[src/include/pipeline_ctrl_consts.svh]
/*
 * Pipeline control constants
 * Instruction ID sizing, exception source count, init clear length, reset PC
 */
`ifndef PIPELINE_CTRL_CONSTS_SVH
`define PIPELINE_CTRL_CONSTS_SVH

// Instruction ID width, eight IDs in flight
`define PC_ID_W 3

// Units able to report an exception
`define PC_NUM_EXC_SOURCES 3

// Cycles of init_clear after reset
`define PC_INIT_CLEAR_DEPTH 16

// PC driven during the init clear
`define PC_RESET_VECTOR 32'h8000_0000

`endif

[src/hw/pipeline_ctrl_pkg.sv]
/*
 * Pipeline control types
 * Issue packets, exception reports, trap info and global control outputs
 */
`default_nettype none

`include "pipeline_ctrl_consts.svh"

package pipeline_ctrl_pkg;

    // Kind of instruction seen at issue
    typedef enum logic [1:0] {
        OP_NORMAL = 2'd0,
        OP_IFENCE = 2'd1,
        OP_MRET   = 2'd2
    } ctrl_op_t;

    typedef logic [`PC_ID_W-1:0] inst_id_t;

    // Issue packet from decode
    typedef struct packed {
        ctrl_op_t    op;
        logic [31:0] pc;
    } issue_t;

    // One report per exception source
    typedef struct packed {
        logic        valid;
        logic [3:0]  code;
        inst_id_t    id;
        logic [31:0] tval;
    } exc_report_t;

    // Exception being taken
    typedef struct packed {
        logic [31:0] pc;
        logic [3:0]  code;
        logic [31:0] tval;
    } trap_info_t;

    // Global pipeline controls
    typedef struct packed {
        logic        fetch_hold;
        logic        issue_hold;
        logic        fetch_flush;
        logic        writeback_suppress;
        logic        retire_hold;
        logic        init_clear;
        logic        sq_flush;
        logic        pc_override;
        logic [31:0] pc;
    } gc_ctrl_t;

endpackage

`default_nettype wire

[src/hw/exception_select.sv]
/*
 * Exception selector
 * Picks the report that belongs to the oldest in-flight instruction
 */
`timescale 1ns/10ps
`default_nettype none

`include "pipeline_ctrl_consts.svh"

module exception_select
    import pipeline_ctrl_pkg::*;
(
    input  exc_report_t [`PC_NUM_EXC_SOURCES-1:0] exc,
    input  inst_id_t                              oldest_id,
    input  logic [31:0]                           oldest_pc,
    input  logic [`PC_ID_W:0]                     inflight_count,
    output logic                                  exc_pending,
    output logic                                  exc_valid,
    output trap_info_t                            trap
);

    localparam int NSRC  = `PC_NUM_EXC_SOURCES;
    localparam int SEL_W = (NSRC > 1) ? $clog2(NSRC) : 1;

    logic [NSRC-1:0]  src_valid;
    logic [NSRC-1:0]  src_match;
    logic [SEL_W-1:0] sel;

    ////////////////////////////////////////////////////////////////////////////
    // Per-source match

    always_comb begin
        for (int i = 0; i < NSRC; i++) begin
            src_valid[i] = exc[i].valid;
            // Report tagged with the oldest ID
            src_match[i] = exc[i].valid & (exc[i].id == oldest_id);
        end
    end

    // Lowest matching index wins
    always_comb begin
        sel = '0;
        for (int i = NSRC - 1; i >= 0; i--) begin
            if (src_match[i])
                sel = SEL_W'(i);
        end
    end

    ////////////////////////////////////////////////////////////////////////////
    // Outputs to control

    always_comb begin
        exc_pending = |src_valid;
        // An empty pipeline has no oldest instruction
        exc_valid   = (|src_match) & (inflight_count != '0);

        // Chosen source must carry a live report for the oldest ID
        assert (!exc_valid || (exc[sel].valid && (exc[sel].id == oldest_id)))
            else $error("selected exception source does not match the oldest ID");
    end

    // Trap PC comes from the tracker, not the source
    always_comb begin
        trap.pc   = oldest_pc;
        trap.code = exc[sel].code;
        trap.tval = exc[sel].tval;
    end

endmodule

`default_nettype wire

[src/hw/global_control.sv]
/*
 * Global pipeline control
 * Reset clear, FENCE.I and MRET drain, interrupts and exception flush
 */
`timescale 1ns/10ps
`default_nettype none

`include "pipeline_ctrl_consts.svh"

module global_control
    import pipeline_ctrl_pkg::*;
(
    input  logic              clk,
    input  logic              rst,
    input  logic              issue_valid,
    input  issue_t            issue,
    input  logic              branch_flush,
    input  logic              exc_pending,
    input  logic              exc_valid,
    input  logic              interrupt_pending,
    input  logic [`PC_ID_W:0] inflight_count,
    input  logic              sq_empty,
    input  logic              stores_pending,
    input  logic [31:0]       trap_vector,
    input  logic [31:0]       epc,
    output gc_ctrl_t          ctrl,
    output logic              squash,
    output logic              exc_ack,
    output logic              mret,
    output logic              interrupt_taken
);

    localparam int CLR_W = $clog2(`PC_INIT_CLEAR_DEPTH) + 1;

    typedef enum logic [2:0] {
        ST_RESET      = 3'd0,
        ST_INIT_CLEAR = 3'd1,
        ST_IDLE       = 3'd2,
        ST_DRAIN      = 3'd3,
        ST_FLUSH      = 3'd4,
        ST_DISCARD    = 3'd5
    } gc_state_t;

    gc_state_t state;
    gc_state_t next_state;

    logic [CLR_W-1:0] clear_count;
    logic             clear_done;
    logic             ctrl_op_issue;
    logic             ifence_in_progress;
    logic             mret_in_progress;
    logic [31:0]      op_pc;
    logic             pipe_quiet;
    logic             flush_next;
    logic             op_pending;

    // Registered controls
    logic        fetch_hold_r;
    logic        issue_hold_r;
    logic        wb_suppress_r;
    logic        retire_hold_r;
    logic        init_clear_r;
    logic        sq_flush_r;
    logic        pc_override_r;
    logic [31:0] pc_r;

    ////////////////////////////////////////////////////////////////////////////
    // Control op tracking

    assign ctrl_op_issue = issue_valid & (issue.op != OP_NORMAL);
    assign flush_next    = (next_state == ST_FLUSH);
    assign op_pending    = ifence_in_progress | mret_in_progress;

    // Cleared on any flush, an exception flush discards the op
    always_ff @(posedge clk) begin
        if (rst) begin
            ifence_in_progress <= 1'b0;
            mret_in_progress   <= 1'b0;
        end else if (flush_next) begin
            ifence_in_progress <= 1'b0;
            mret_in_progress   <= 1'b0;
        end else begin
            ifence_in_progress <= ifence_in_progress |
                                  (issue_valid & (issue.op == OP_IFENCE));
            mret_in_progress   <= mret_in_progress |
                                  (issue_valid & (issue.op == OP_MRET));
        end
    end

    // PC of the last control op
    always_ff @(posedge clk) begin
        if (ctrl_op_issue)
            op_pc <= issue.pc;
    end

    // No older work and no stores left
    assign pipe_quiet = (inflight_count == '0) & sq_empty;

    ////////////////////////////////////////////////////////////////////////////
    // Init clear counter

    always_ff @(posedge clk) begin
        if (rst || state != ST_INIT_CLEAR)
            clear_count <= '0;
        else
            clear_count <= clear_count + 1'b1;
    end

    assign clear_done = (clear_count == CLR_W'(`PC_INIT_CLEAR_DEPTH - 1));

    ////////////////////////////////////////////////////////////////////////////
    // State machine

    always_ff @(posedge clk) begin
        if (rst)
            state <= ST_RESET;
        else
            state <= next_state;
    end

    always_comb begin
        next_state = state;
        case (state)
            ST_RESET:      next_state = ST_INIT_CLEAR;
            ST_INIT_CLEAR: if (clear_done) next_state = ST_IDLE;
            ST_IDLE: begin
                // Oldest instruction already faulted
                if (exc_valid)
                    next_state = ST_FLUSH;
                else if (ctrl_op_issue | interrupt_pending | exc_pending)
                    next_state = ST_DRAIN;
            end
            ST_DRAIN: begin
                if (exc_valid)
                    next_state = ST_FLUSH;
                else if (pipe_quiet & (op_pending | interrupt_pending))
                    next_state = ST_FLUSH;
                else if (!(op_pending | interrupt_pending | exc_pending))
                    next_state = ST_IDLE;
            end
            // Single redirect cycle
            ST_FLUSH:      next_state = ST_DISCARD;
            ST_DISCARD:    if (!stores_pending) next_state = ST_IDLE;
            default:       next_state = ST_RESET;
        endcase
    end

    ////////////////////////////////////////////////////////////////////////////
    // Strobes into flush

    assign exc_ack         = exc_valid & flush_next;
    assign mret            = mret_in_progress & flush_next & ~exc_valid;
    assign interrupt_taken = interrupt_pending & flush_next &
                             ~(op_pending | exc_valid);

    // Realign the tracker for trap flushes
    assign squash = flush_next & (exc_valid | interrupt_taken);

    ////////////////////////////////////////////////////////////////////////////
    // Registered controls

    always_ff @(posedge clk) begin
        if (rst) begin
            fetch_hold_r  <= 1'b1;
            issue_hold_r  <= 1'b1;
            wb_suppress_r <= 1'b1;
            retire_hold_r <= 1'b0;
            init_clear_r  <= 1'b0;
            sq_flush_r    <= 1'b0;
            pc_override_r <= 1'b0;
            pc_r          <= '0;
        end else begin
            fetch_hold_r  <= next_state inside {ST_RESET, ST_INIT_CLEAR, ST_DRAIN, ST_FLUSH};
            issue_hold_r  <= next_state inside {ST_RESET, ST_INIT_CLEAR, ST_DRAIN, ST_FLUSH,
                                                ST_DISCARD};
            wb_suppress_r <= next_state inside {ST_RESET, ST_INIT_CLEAR, ST_DISCARD};
            retire_hold_r <= flush_next;
            init_clear_r  <= (next_state == ST_INIT_CLEAR);
            sq_flush_r    <= (state == ST_DISCARD) & (next_state == ST_IDLE);
            pc_override_r <= next_state inside {ST_INIT_CLEAR, ST_FLUSH};
            // Redirect target, trap first
            if (next_state == ST_INIT_CLEAR)
                pc_r <= `PC_RESET_VECTOR;
            else if (exc_valid | interrupt_taken)
                pc_r <= trap_vector;
            else if (ifence_in_progress)
                pc_r <= op_pc + 32'd4;
            else
                pc_r <= epc;
        end
    end

    always_comb begin
        ctrl.fetch_hold         = fetch_hold_r;
        ctrl.issue_hold         = issue_hold_r;
        // Branch flush passes straight through
        ctrl.fetch_flush        = branch_flush | pc_override_r;
        ctrl.writeback_suppress = wb_suppress_r;
        ctrl.retire_hold        = retire_hold_r;
        ctrl.init_clear         = init_clear_r;
        ctrl.sq_flush           = sq_flush_r;
        ctrl.pc_override        = pc_override_r;
        ctrl.pc                 = pc_r;
    end

    ////////////////////////////////////////////////////////////////////////////
    // Assertions

    // Acked exception redirects to the trap vector
    ack_redirects_to_trap: assert property (@(posedge clk) disable iff (rst)
        exc_ack |=> ctrl.pc_override && ctrl.retire_hold &&
                    (ctrl.pc == $past(trap_vector)))
        else $error("exception ack without a trap vector redirect");

    idle_no_override: assert property (@(posedge clk) disable iff (rst)
        (state == ST_IDLE) |-> !ctrl.pc_override)
        else $error("pc override while idle");

endmodule

`default_nettype wire

[src/hw/inflight_tracker.sv]
/*
 * In-flight instruction tracker
 * Hands out IDs at issue, keeps each PC and reports the oldest entry
 */
`timescale 1ns/10ps
`default_nettype none

`include "pipeline_ctrl_consts.svh"

module inflight_tracker
    import pipeline_ctrl_pkg::*;
(
    input  logic              clk,
    input  logic              rst,
    input  logic              issue_valid,
    input  issue_t            issue,
    input  logic              retire_valid,
    input  logic              squash,
    output inst_id_t          issue_id,
    output inst_id_t          oldest_id,
    output logic [31:0]       oldest_pc,
    output logic [`PC_ID_W:0] inflight_count
);

    localparam int CNT_W   = `PC_ID_W + 1;
    localparam int NUM_IDS = 2 ** `PC_ID_W;

    inst_id_t    next_id;
    inst_id_t    oldest_id_r;
    logic [CNT_W-1:0] count_r;
    logic [31:0] pc_table [NUM_IDS];
    logic        issue_fire;

    ////////////////////////////////////////////////////////////////////////////
    // Issue side

    // Control ops stay out of the table
    assign issue_fire = issue_valid & (issue.op == OP_NORMAL);

    // ID is visible in the issue cycle
    assign issue_id = next_id;

    // PC table, indexed by ID
    always_ff @(posedge clk) begin
        if (issue_fire)
            pc_table[next_id] <= issue.pc;
    end

    ////////////////////////////////////////////////////////////////////////////
    // ID pointers and count

    always_ff @(posedge clk) begin
        if (rst) begin
            next_id     <= '0;
            oldest_id_r <= '0;
            count_r     <= '0;
        end else begin
            next_id <= next_id + inst_id_t'(issue_fire);
            if (squash) begin
                // Everything in flight is dropped, an op issued now too
                oldest_id_r <= next_id + inst_id_t'(issue_fire);
                count_r     <= '0;
            end else begin
                oldest_id_r <= oldest_id_r + inst_id_t'(retire_valid);
                count_r     <= count_r + CNT_W'(issue_fire) - CNT_W'(retire_valid);
            end
        end
    end

    assign oldest_id      = oldest_id_r;
    assign oldest_pc      = pc_table[oldest_id_r];
    assign inflight_count = count_r;

    ////////////////////////////////////////////////////////////////////////////
    // Checks on the surrounding pipeline

    // Retire only with something in flight
    retire_not_empty: assert property (@(posedge clk) disable iff (rst)
        retire_valid |-> (count_r != '0))
        else $error("retire with no instruction in flight");

    // Issue held off once all IDs are used
    issue_not_full: assert property (@(posedge clk) disable iff (rst)
        issue_fire |-> (count_r != CNT_W'(NUM_IDS)))
        else $error("issue with all IDs in flight");

endmodule

`default_nettype wire

[src/hw/pipeline_ctrl_top.sv]
/*
 * Pipeline control top level
 * Tracker, exception selector and global control unit
 */
`timescale 1ns/10ps
`default_nettype none

`include "pipeline_ctrl_consts.svh"

module pipeline_ctrl_top
    import pipeline_ctrl_pkg::*;
(
    input  logic                                  clk,
    input  logic                                  rst,
    input  logic                                  issue_valid,
    input  issue_t                                issue,
    input  logic                                  retire_valid,
    input  exc_report_t [`PC_NUM_EXC_SOURCES-1:0] exc,
    input  logic                                  interrupt_pending,
    input  logic [31:0]                           trap_vector,
    input  logic [31:0]                           epc,
    input  logic                                  branch_flush,
    input  logic                                  sq_empty,
    input  logic                                  stores_pending,
    output inst_id_t                              issue_id,
    output gc_ctrl_t                              ctrl,
    output trap_info_t                            trap,
    output logic                                  exc_ack,
    output logic                                  mret,
    output logic                                  interrupt_taken
);

    logic [`PC_ID_W:0] inflight_count;
    inst_id_t          oldest_id;
    logic [31:0]       oldest_pc;
    logic              exc_pending;
    logic              exc_valid;
    logic              squash;

    // ID allocation and oldest entry
    inflight_tracker tracker (
        .clk, .rst, .issue_valid, .issue, .retire_valid, .squash,
        .issue_id, .oldest_id, .oldest_pc, .inflight_count
    );

    // Oldest-instruction exception match
    exception_select exc_sel (
        .exc, .oldest_id, .oldest_pc, .inflight_count,
        .exc_pending, .exc_valid, .trap
    );

    global_control gc (
        .clk, .rst, .issue_valid, .issue, .branch_flush,
        .exc_pending, .exc_valid, .interrupt_pending, .inflight_count,
        .sq_empty, .stores_pending, .trap_vector, .epc,
        .ctrl, .squash, .exc_ack, .mret, .interrupt_taken
    );

endmodule

`default_nettype wire

[config.mk]
export PLATFORM = sky130hd
export DESIGN_NAME = pipeline_ctrl_top
export DESIGN_NICKNAME = d
export VERILOG_FILES = /design/src/hw/pipeline_ctrl_pkg.sv /design/src/hw/exception_select.sv /design/src/hw/global_control.sv /design/src/hw/inflight_tracker.sv /design/src/hw/pipeline_ctrl_top.sv
export VERILOG_INCLUDE_DIRS = /design/src /design/src/include
export SDC_FILE = /design/constraint.sdc
export NUM_CORES = 1
export LEC_CHECK = 0
export ABC_AREA = 1
export ABC_CLOCK_PERIOD_IN_PS = 5600
export BUFFER_PORTS_ARGS = -buffer_cell sky130_fd_sc_hd__buf_2
export CAP_MARGIN = 10
export CORE_UTILIZATION = 55
export CTS_BUF_LIST = sky130_fd_sc_hd__clkbuf_8
export DETAILED_ROUTE_END_ITERATION = 12
export PLACE_DENSITY_LB_ADDON = 0.15
export SYNTH_ARGS = -nofsm -noshare
export SYNTH_HDL_FRONTEND = slang
export SYNTH_HIERARCHICAL = 1
export SYNTH_SLANG_ARGS = --single-unit
export TNS_END_PERCENT = 20
[constraint.sdc]
create_clock -name clk -period 5.6 [get_ports clk]
set_clock_uncertainty 0.05 [all_clocks]
set_input_delay 0 -clock clk [delete_from_list [all_inputs] [get_ports clk]]
set_output_delay 0 -clock clk [all_outputs]
set_load 0.05 [all_outputs]
==> run metrics, run 1 <==
WP data required a little over 6000 ps; Hold Crit Class primary input to flop; detailed placement HPWL between 30 and 40 mm; Num CTS Buffers 56; MaxCap Viol Count 0; Setup crit end kind flop; CP cell instances inv_2 > nand2_1 > nand2_1 > nor2_1 > nand2_1 > nand2_1 > o21bai_1 > inv_1 > inv_2 > nand3_2 > nor2_2 > a31oi_4 > o21ai_0 > a21oi_1 > dlygate4sd3_1; postcts setup bufs 0; Non-Filler Instances between 2000 and 3000; Post-Route WL around 50 mm; synthesized area per cell just under 9 um2; Reg area a little under 10000 um2; unrepaired setup endpoints after global routing no; WS Path Type flop to flop; initial antenna violation count 7; Die X 178.2 um; most used cell, CP nand2_1; # port buffers 339; synth top area cells edfxtp_1, nand2_1, dfxtp_1, inv_1, nand3_1; Placer Congestion a little under 1; period utilization 0.6837; first-pass GRT wire length 75.00 mm; crit path buf inv count 4; Fillers roughly 2400; Final ANT Viol Nets 0; Clk pin slew, worst setup/hold paths approximately 60 ps; most common cell in the netlist nand2_1; largest net degree at the start of global routing 109; drt drc 0; WL per Instance 17.72 um; DR vias about 15000; Rel. slew slack 0.2503; initial core utilization 0.5580; critical path arrival 4320 ps; Final Max Tran Viols 0; setup slack, reg-to-reg roughly 1800 ps; syn nets 2207; top cells by count, synth nand2_1, edfxtp_1, inv_1; Post-synth EDFFs 288; vias in the first global route roughly 14000; Worst setup SP type flop; worst skew pair latency between 600 and 700 ps; area share of the largest cell type after synthesis 0.5067; global route overflow 0; leading area contributor after synthesis edfxtp_1; row count 64; setup_tns 0 ps; Post-synth top flop edfxtp_1; cts hold-fix bufs 109; Final Setup Violations 0; Design Power 0.006037 W; final-stage net count between 2000 and 3000; P&R area growth vs syn 21.99%; GRT Overall Usage 0.3106; H-Tree Depth 2; Synth Cell Area 17070 um2; Resize count post-CTS 0; layout cells sized above 1 0.1937; chip height 178.2 um; sequential share of the synthesized area 0.5759; TritonRoute pass-1 iters 6; Worst IR Drop VDD 228.1 uV; Post-synth ARST share 0; Ports 340; Period minus WS final 3829 ps; CTS Sinks between 300 and 400; Worst Max-Slew Pin Slew roughly 1100 ps; Yosys reg bits about 350; max incr delay on CP 910 ps; CORE AREA 30590 um2; Cells after DPL around 2600; critical path's slowest cell a31oi_4; Hold Fails Final Rpt 0; CTS Buffer Depth 3; YS warnings 6; Pwr Density 289.9 nW/um2; leakage about 10 nW; First DRT Iteration DRCs approximately 1100; Crit Path Max Fanout between 50 and 60; Yosys cell types 39; cells after synthesis around 2000; Multi-input gate area about 5700 um2; Via density roughly 5.2; outcome complete, no violations; TritonCTS clock tree yes; Crit path max-delay family compound AO/OA/AOI/OAI gates; Max Fclk 0.2612 GHz; die area ~32000 um2; root buf cell clkbuf_8
-- cells in the final DEF, fill, tap and decap left out, drive strengths merged, types with 7 or more instances in the layout --
cell,synthesis,layout
nand2,854,854
buf,119,358
edfxtp,288,288
inv,208,226
nor2,129,129
nand3,127,127
dlygate4sd3,0,109
clkbuf,7,63
dfxtp,59,59
nand4,38,38
a21oi,36,36
o21ai,34,34
clkinv,0,19
xor2,11,11
ha,11,11
xnor2,10,10
mux2i,10,10
diode,0,7
nand3b,7,7
-- cell type report --
cell class,count,share of cell area
Multi-Input combinational cell,1288,0.2726
Clock buffer,63,0.04164
Sequential cell,347,0.4723
Inverter,208,0.03768
Timing Repair Buffer,467,0.1413
Clock inverter,38,0.009795
Antenna cell,7,0.0008412
Tap cell,396,0.02380
-- worst min-delay path, delay by kind of cell --
family	cells	cell delay, ps
buf+inv	2	180
simple gates	7	490
-- layer usage --
layer	track usage	routed length [um]
met4	0.1713	2192
met1	0.3822	19560
met2	0.5135	24330
met5	0	12
met3	0.06117	3758
-- metrics by stage --
| step | utilization | cell area [um2] | setup slack, ps | hold slack [ps] |
|---|---|---|---|---|
| after floorplan | - | 17070 | 2857 | 22.38 |
| after global placement | 0.6095 | 18640 | 2080 | 209.4 |
| after detailed placement | 0.6095 | 18640 | 2040 | 210.9 |
| after CTS | 0.6801 | 20810 | 1841 | 17.12 |
| after global routing | 0.6805 | 20820 | 1560 | 106.4 |
| final | 0.6807 | 20820 | 1771 | 55.10 |
-- flip-flops by register name (all words and copies together) (netlist names) --
name / cells
tracker/pc_table: 256
gc/op_pc: 32
gc/pc_r: 32
gc/clear_count: 5
tracker/inflight_count: 4
gc/state: 3
tracker/issue_id: 3
tracker/oldest_id: 3
gc/fetch_hold_r: 1
gc/ifence_in_progress: 1
gc/init_clear_r: 1
gc/issue_hold_r: 1
gc/mret_in_progress: 1
gc/pc_override_r: 1
gc/retire_hold_r: 1
gc/sq_flush_r: 1
gc/wb_suppress_r: 1
-- logic make-up (layout without fill, tap and decap cells) --
logic type               count (synthesis)  count (layout)  share of synthesized area
AO/OA/AOI/OAI                           78              78                    0.02492
XOR/XNOR                                21              21                    0.01078
adder cells (fa/ha/maj)                 12              12                   0.009236
buffers and inverters                  334             776                    0.09507
flip-flops                             347             347                     0.5759
multiplexers                            10              10                   0.005864
other                                    0               7                          0
AND/OR/NAND/NOR                       1167            1167                     0.2783
-- final timing paths --
| check | endpoint | cells past startpoint | startpoint |
|---|---|---|---|
| max reg2reg | gc/pc_r[13] | 15 | tracker/oldest_id[0] |
| min reg2reg | gc/clear_count[3] | 1 | gc/clear_count[3] |
| max | gc/pc_r[13] | 15 | tracker/oldest_id[0] |
| min | gc/issue_hold_r | 9 | sq_empty |
-- report_power, final --
group	total [W]	internal, W	switching (W)	leakage (nW)
clock network	0.00207	0.00108	0.000993	0.623
logic	0.00107	0.000314	0.000754	6.33
registers	0.00290	0.00284	0.0000549	3.09
total	0.00604	0.00423	0.00180	10.0
Power figures use the tool's default switching activity.
==> inputs of run 2 (changes only) <==
- ABC_CLOCK_PERIOD_IN_PS: 5600 -> 3050
- CORE_UTILIZATION: 55 -> 52
- clock period: 5.6 -> 3.05 ns (I/O delays scaled with it)
==> run 2 against run 1 <==
Clock power up 84%. First-iteration DRC count increased by 4.4%. Power rose by 84%. Global-route usage down 2.0 points. Sequential share of layout area is 0.26 points lower. Core utilization fell by 2.6 points. Clock-buffer cell count fell by 4. Worst setup slack got worse by 1600 ps. Sequential cell count did not move. Critical path depth fell by 6.
==> run metrics, run 2 (synthesis gave the netlist of run 1 again) <==
setup_tns 0 ps; CTS Buffer Depth 3; layout cells sized above 1 0.1986; register with the most flip-flops tracker/pc_table; period utilization 0.9518; Crit Path Max Fanout 37; Final ANT Viol Nets 0; unrepaired setup endpoints after global routing no; number of cells on the worst hold path 7; Max Fclk around 0.34 GHz; post-place instance area about 19000 um2; most frequent cells in the layout nand2_1, buf_2, edfxtp_1; GRT Overall Usage 0.2905; R2R depth 10; initial antenna violation count 6; chip height between 150 and 200 um; postcts setup bufs 0; Final Setup Violations 0; vias in the first global route 13740; row count 65; H-Tree Depth 2; WP data required roughly 3000 ps; global route overflow 0; Fillers 2590; leakage 10.07 nW; Post-Route WL roughly 50 mm; max reg flops about 260; die area ~34000 um2; commonest non-fill, non-tap cell in the layout nand2_1; Num CTS Buffers 59; Ports 340; critical path arrival approximately 2900 ps; # port buffers 339; worst skew pair latency ~630 ps; Hold Fails Final Rpt 0; Setup crit end kind primary output; Worst IR Drop VDD 449.1 uV; largest net degree at the start of global routing 115; TritonCTS clock tree yes; Worst Max-Slew Pin Slew 1069 ps; outcome complete, no violations; worst setup margin 147.0 ps; final-stage net count between 2000 and 3000; Placer Congestion 0.9828; CORE AREA about 32000 um2; worst slack at placement around 620 ps; DR vias roughly 15000; Via density 5.124; Final Max Tran Viols 0; Worst setup SP type flop; drt drc 0; Final Cell Area roughly 21000 um2; MaxCap Viol Count 0; biggest registers after layout tracker/pc_table (256), gc/op_pc (32), gc/pc_r (32); Clk pin slew, worst setup/hold paths about 60 ps; TritonRoute pass-1 iters 5; WL per Instance about 17 um; Pwr Density about 530 nW/um2; Period minus WS final 2903 ps; initial core utilization 0.5340; detailed placement HPWL between 30 and 40 mm; Die X around 180 um; CTS Sinks between 300 and 400; first-pass GRT wire length roughly 74 mm; P&R area growth vs syn 22.68%; root buf cell clkbuf_8; Rel. slew slack 0.2872; First DRT Iteration DRCs around 1200; WS Path Type flop to primary output; Hold Crit Class primary input to flop
run 2: changes by cell type in the layout (fill, tap and decap cells not counted), sizes merged:
cell	previous run	this run
clkinv	19	30
buf	358	365
clkinvlp	0	5
clkbuf	63	59
diode	7	4
inv	226	223
run 2: layout make-up:
type | instances | area [um2] | share of cell area
sequential | 347 | 9836 | 0.4697
multi-input combinational | 1288 | 5639 | 0.2693
timing repair buffer | 474 | 3037 | 0.1450
clock buffer | 59 | 812.0 | 0.03878
inverter | 208 | 788.3 | 0.03764
tap | 435 | 544.3 | 0.02599
clock inverter | 50 | 266.5 | 0.01273
antenna | 4 | 10.01 | 0.0004780
timing repair inverter | 1 | 7.507 | 0.0003585
run 2: worst max-delay path: stages, from the launching register on:
cell and delay [ps]:
dfxtp_4 390, inv_2 60, a21oi_1 140, nand2_1 150, nor2_8 440, nand2_4 370, nand2_1 170, nand3_1 90
nand2_1 100, buf_2 300
run 2: repair_timing:
item | in CTS | in global routing
endpoints found under the hold margin | 347 | 0
hold buffers | 109 | 0
gates resized for setup | 0 | 4
endpoints found under the setup margin | 0 | 48
run 2: final timing paths:
| path | start | to | slack, ps |
|---|---|---|---|
| worst min-delay path | sq_empty | gc/pc_override_r | 60 |
| worst max register to register | gc/clear_count[0] | gc/pc_r[5] | 180 |
| worst max-delay path | tracker/oldest_id[0] | trap[28] | 150 |
| worst min register to register | gc/clear_count[0] | gc/clear_count[0] | 400 |
run 2: power breakdown:
part           total [W]  leakage, nW  switching (W)  internal (W)
clock            0.00380        0.609        0.00189       0.00191
sequential       0.00530         3.09      0.0000806       0.00522
combinational    0.00200         6.37        0.00141      0.000594
run 2: layer usage:
layer	vias to the layer above	share of wire	track usage
met5	-	0.00054	0
met4	4	0.043	0.1477
met3	145	0.073	0.05500
met2	634	0.49	0.4983
met1	6814	0.40	0.3495
li1	7087	-	-
run 2: stage by stage:
step	util	cells	total power (W)	hold slack, ps
2_1_floorplan	-	1969	0.006810	22.38
3_3_place_gp	0.5864	2643	0.007279	213.6
3_5_place_dp	0.5864	2643	0.007300	215.0
4_1_cts	0.6543	2861	0.01116	26.96
5_1_grt	0.6552	2866	0.01156	123.9
6_report	0.6552	2866	0.01110	59.17
==> inputs of run 3 (changes only) <==
- GPL_TIMING_DRIVEN: not set -> 0
==> run 3 against run 2 <==
The flow now finishes with violations (hold timing). Hold slack worse by 66 ps. Die area unchanged. Clock power up 4%. Clock-buffer cell count down 2. Critical path depth up 9. Routed wire length up 5.9%. Core utilization up 2.7 points.
==> run metrics, run 3 (synthesis gave the netlist of run 1 again) <==
Rel. slew slack 0.5408; H-Tree Depth 2; CTS Buffer Depth 3; row count 65; TritonRoute pass-1 iters 5; drt drc 0; Via density ~5.2; Worst setup SP type flop; most frequent cells in the layout nand2_1, buf_2, edfxtp_1; DR vias roughly 15000; Design Power approximately 0.012 W; Final Max Tran Viols 0; first-pass GRT wire length 79.55 mm; detailed placement HPWL 36.53 mm; Non-Filler Instances about 3000; initial antenna violation count 3; TritonCTS clock tree yes; max reg flops 256; Post-Route WL 52.89 mm; unrepaired setup endpoints after global routing yes; # port buffers about 340; WP data required about 3500 ps; root buf cell clkbuf_8; GRT Overall Usage 0.3105; MaxCap Viol Count 0; worst setup margin approximately 99 ps; Ports 340; worst slack at placement -319.7 ps; register with the most flip-flops tracker/pc_table; global route overflow 0; Final Util 0.6819; outcome finished with violations; Worst IR Drop VDD between 400 and 500 uV; Die X 183.2 um; largest net degree at the start of global routing 33; Hold Crit Class primary input to flop; chip height ~180 um; Final Setup Violations 0; Crit Path Max Fanout 10; P&R area growth vs syn 27.68%; final-stage net count between 2000 and 3000; worst skew pair latency between 600 and 700 ps; Worst Max-Slew Pin Slew 687.3 ps; Cells after DPL about 2800; vias in the first global route approximately 15000; WL per Instance between 15 and 20 um; leakage between 10 and 15 nW; Max Fclk approximately 0.34 GHz; die area roughly 34000 um2; CORE AREA roughly 32000 um2; failing checks hold timing; initial core utilization 0.5340; critical path arrival around 3400 ps; Pwr Density 528.5 nW/um2; commonest non-fill, non-tap cell in the layout nand2_1; layout cells sized above 1 0.2272; First DRT Iteration DRCs roughly 1300; period utilization 0.9677; Period minus WS final 2951 ps; Clk pin slew, worst setup/hold paths 60 ps; Final ANT Viol Nets 0; biggest registers after layout tracker/pc_table (256), gc/op_pc (32), gc/pc_r (32); Hold Fails Final Rpt 2; Setup crit end kind flop; Placer Congestion roughly 1; WS Path Type flop to flop; Num CTS Buffers 57; Min Hold Slack -7.292 ps; CTS Sinks 347
==> run 3: cell count changes in the layout (fill, tap and decap cells not counted), moves of 5 or more <==
cell,before,now
clkinv_1,16,11
clkbuf_1,0,7
buf_1,0,7
buf_4,21,65
clkinv_2,14,4
nor2_4,0,9
buf_2,339,375
nor2_2,12,4
buf_6,1,12
inv_1,215,221
==> run 3: worst paths after layout <==
| check | from | to | slack [ps] | cells after the start |
|---|---|---|---|---|
| max | tracker/oldest_id[0] | tracker/oldest_id[2] | 100 | 18 |
| min | sq_empty | gc/retire_hold_r | -7 | 7 |
| max reg2reg | tracker/oldest_id[0] | tracker/oldest_id[2] | 100 | 18 |
| min reg2reg | gc/clear_count[0] | gc/clear_count[0] | 400 | 1 |
==> run 3: critical path: stages (launching register included) <==
cell	delay (ps)
dfxtp_4	430
inv_2	70
nand2_1	60
nand2_1	50
nor2_1	150
nand2_2	120
buf_6	170
buf_6	150
nand2_1	70
o21bai_2	80
inv_2	140
inv_2	100
nand3_2	90
nor2_4	50
a31oi_4	180
buf_2	250
nor2_2	110
or2_2	360
a21oi_1	150
==> run 3: metrics by stage <==
stage               hold WS [ps]  setup TNS [ps]  area (um2)
detailed placement         211.8           -1797       19550
global placement           210.1         -213570       19310
floorplan                  22.38               0       17070
finish                    -7.292               0       21790
global route               40.22          -6.088       21790
CTS                        4.136          -82.55       21730
==> run 3: per-layer routing <==
layer / vias to the layer above / part of all wire / track usage
met5: - / 0 / 0
met4: 0 / 0.045 / 0.1550
met3: 186 / 0.087 / 0.05898
met2: 774 / 0.49 / 0.5337
met1: 7046 / 0.38 / 0.3734
li1: 7296 / - / -
==> run 3: layout make-up <==
cell class,instances,area [um2]
Inverter,208,783.3
Antenna cell,4,10.01
Clock buffer,57,784.5
Buffer,126,839.6
Clock inverter,45,310.3
Sequential cell,347,9836
Fill cell,2572,10170
Tap cell,435,544.3
Multi-Input combinational cell,1288,5714
Timing Repair Buffer,455,2972
==> run 3: power by group <==
group / switching, W / leakage, nW / total [W] / internal, W
registers: 0.0000823 / 3.09 / 0.00530 / 0.00522
clock network: 0.00186 / 0.625 / 0.00395 / 0.00209
logic: 0.00151 / 6.77 / 0.00226 / 0.000758
==> run 3: repair_timing <==
action                                  in CTS  in global routing
endpoints found under the setup margin       9                  9
hold endpoints to repair                   343                  0
buffers inserted                             1                  0
resized for setup                            8                  9
pin swaps                                    1                  1
hold buffers                               106                  0
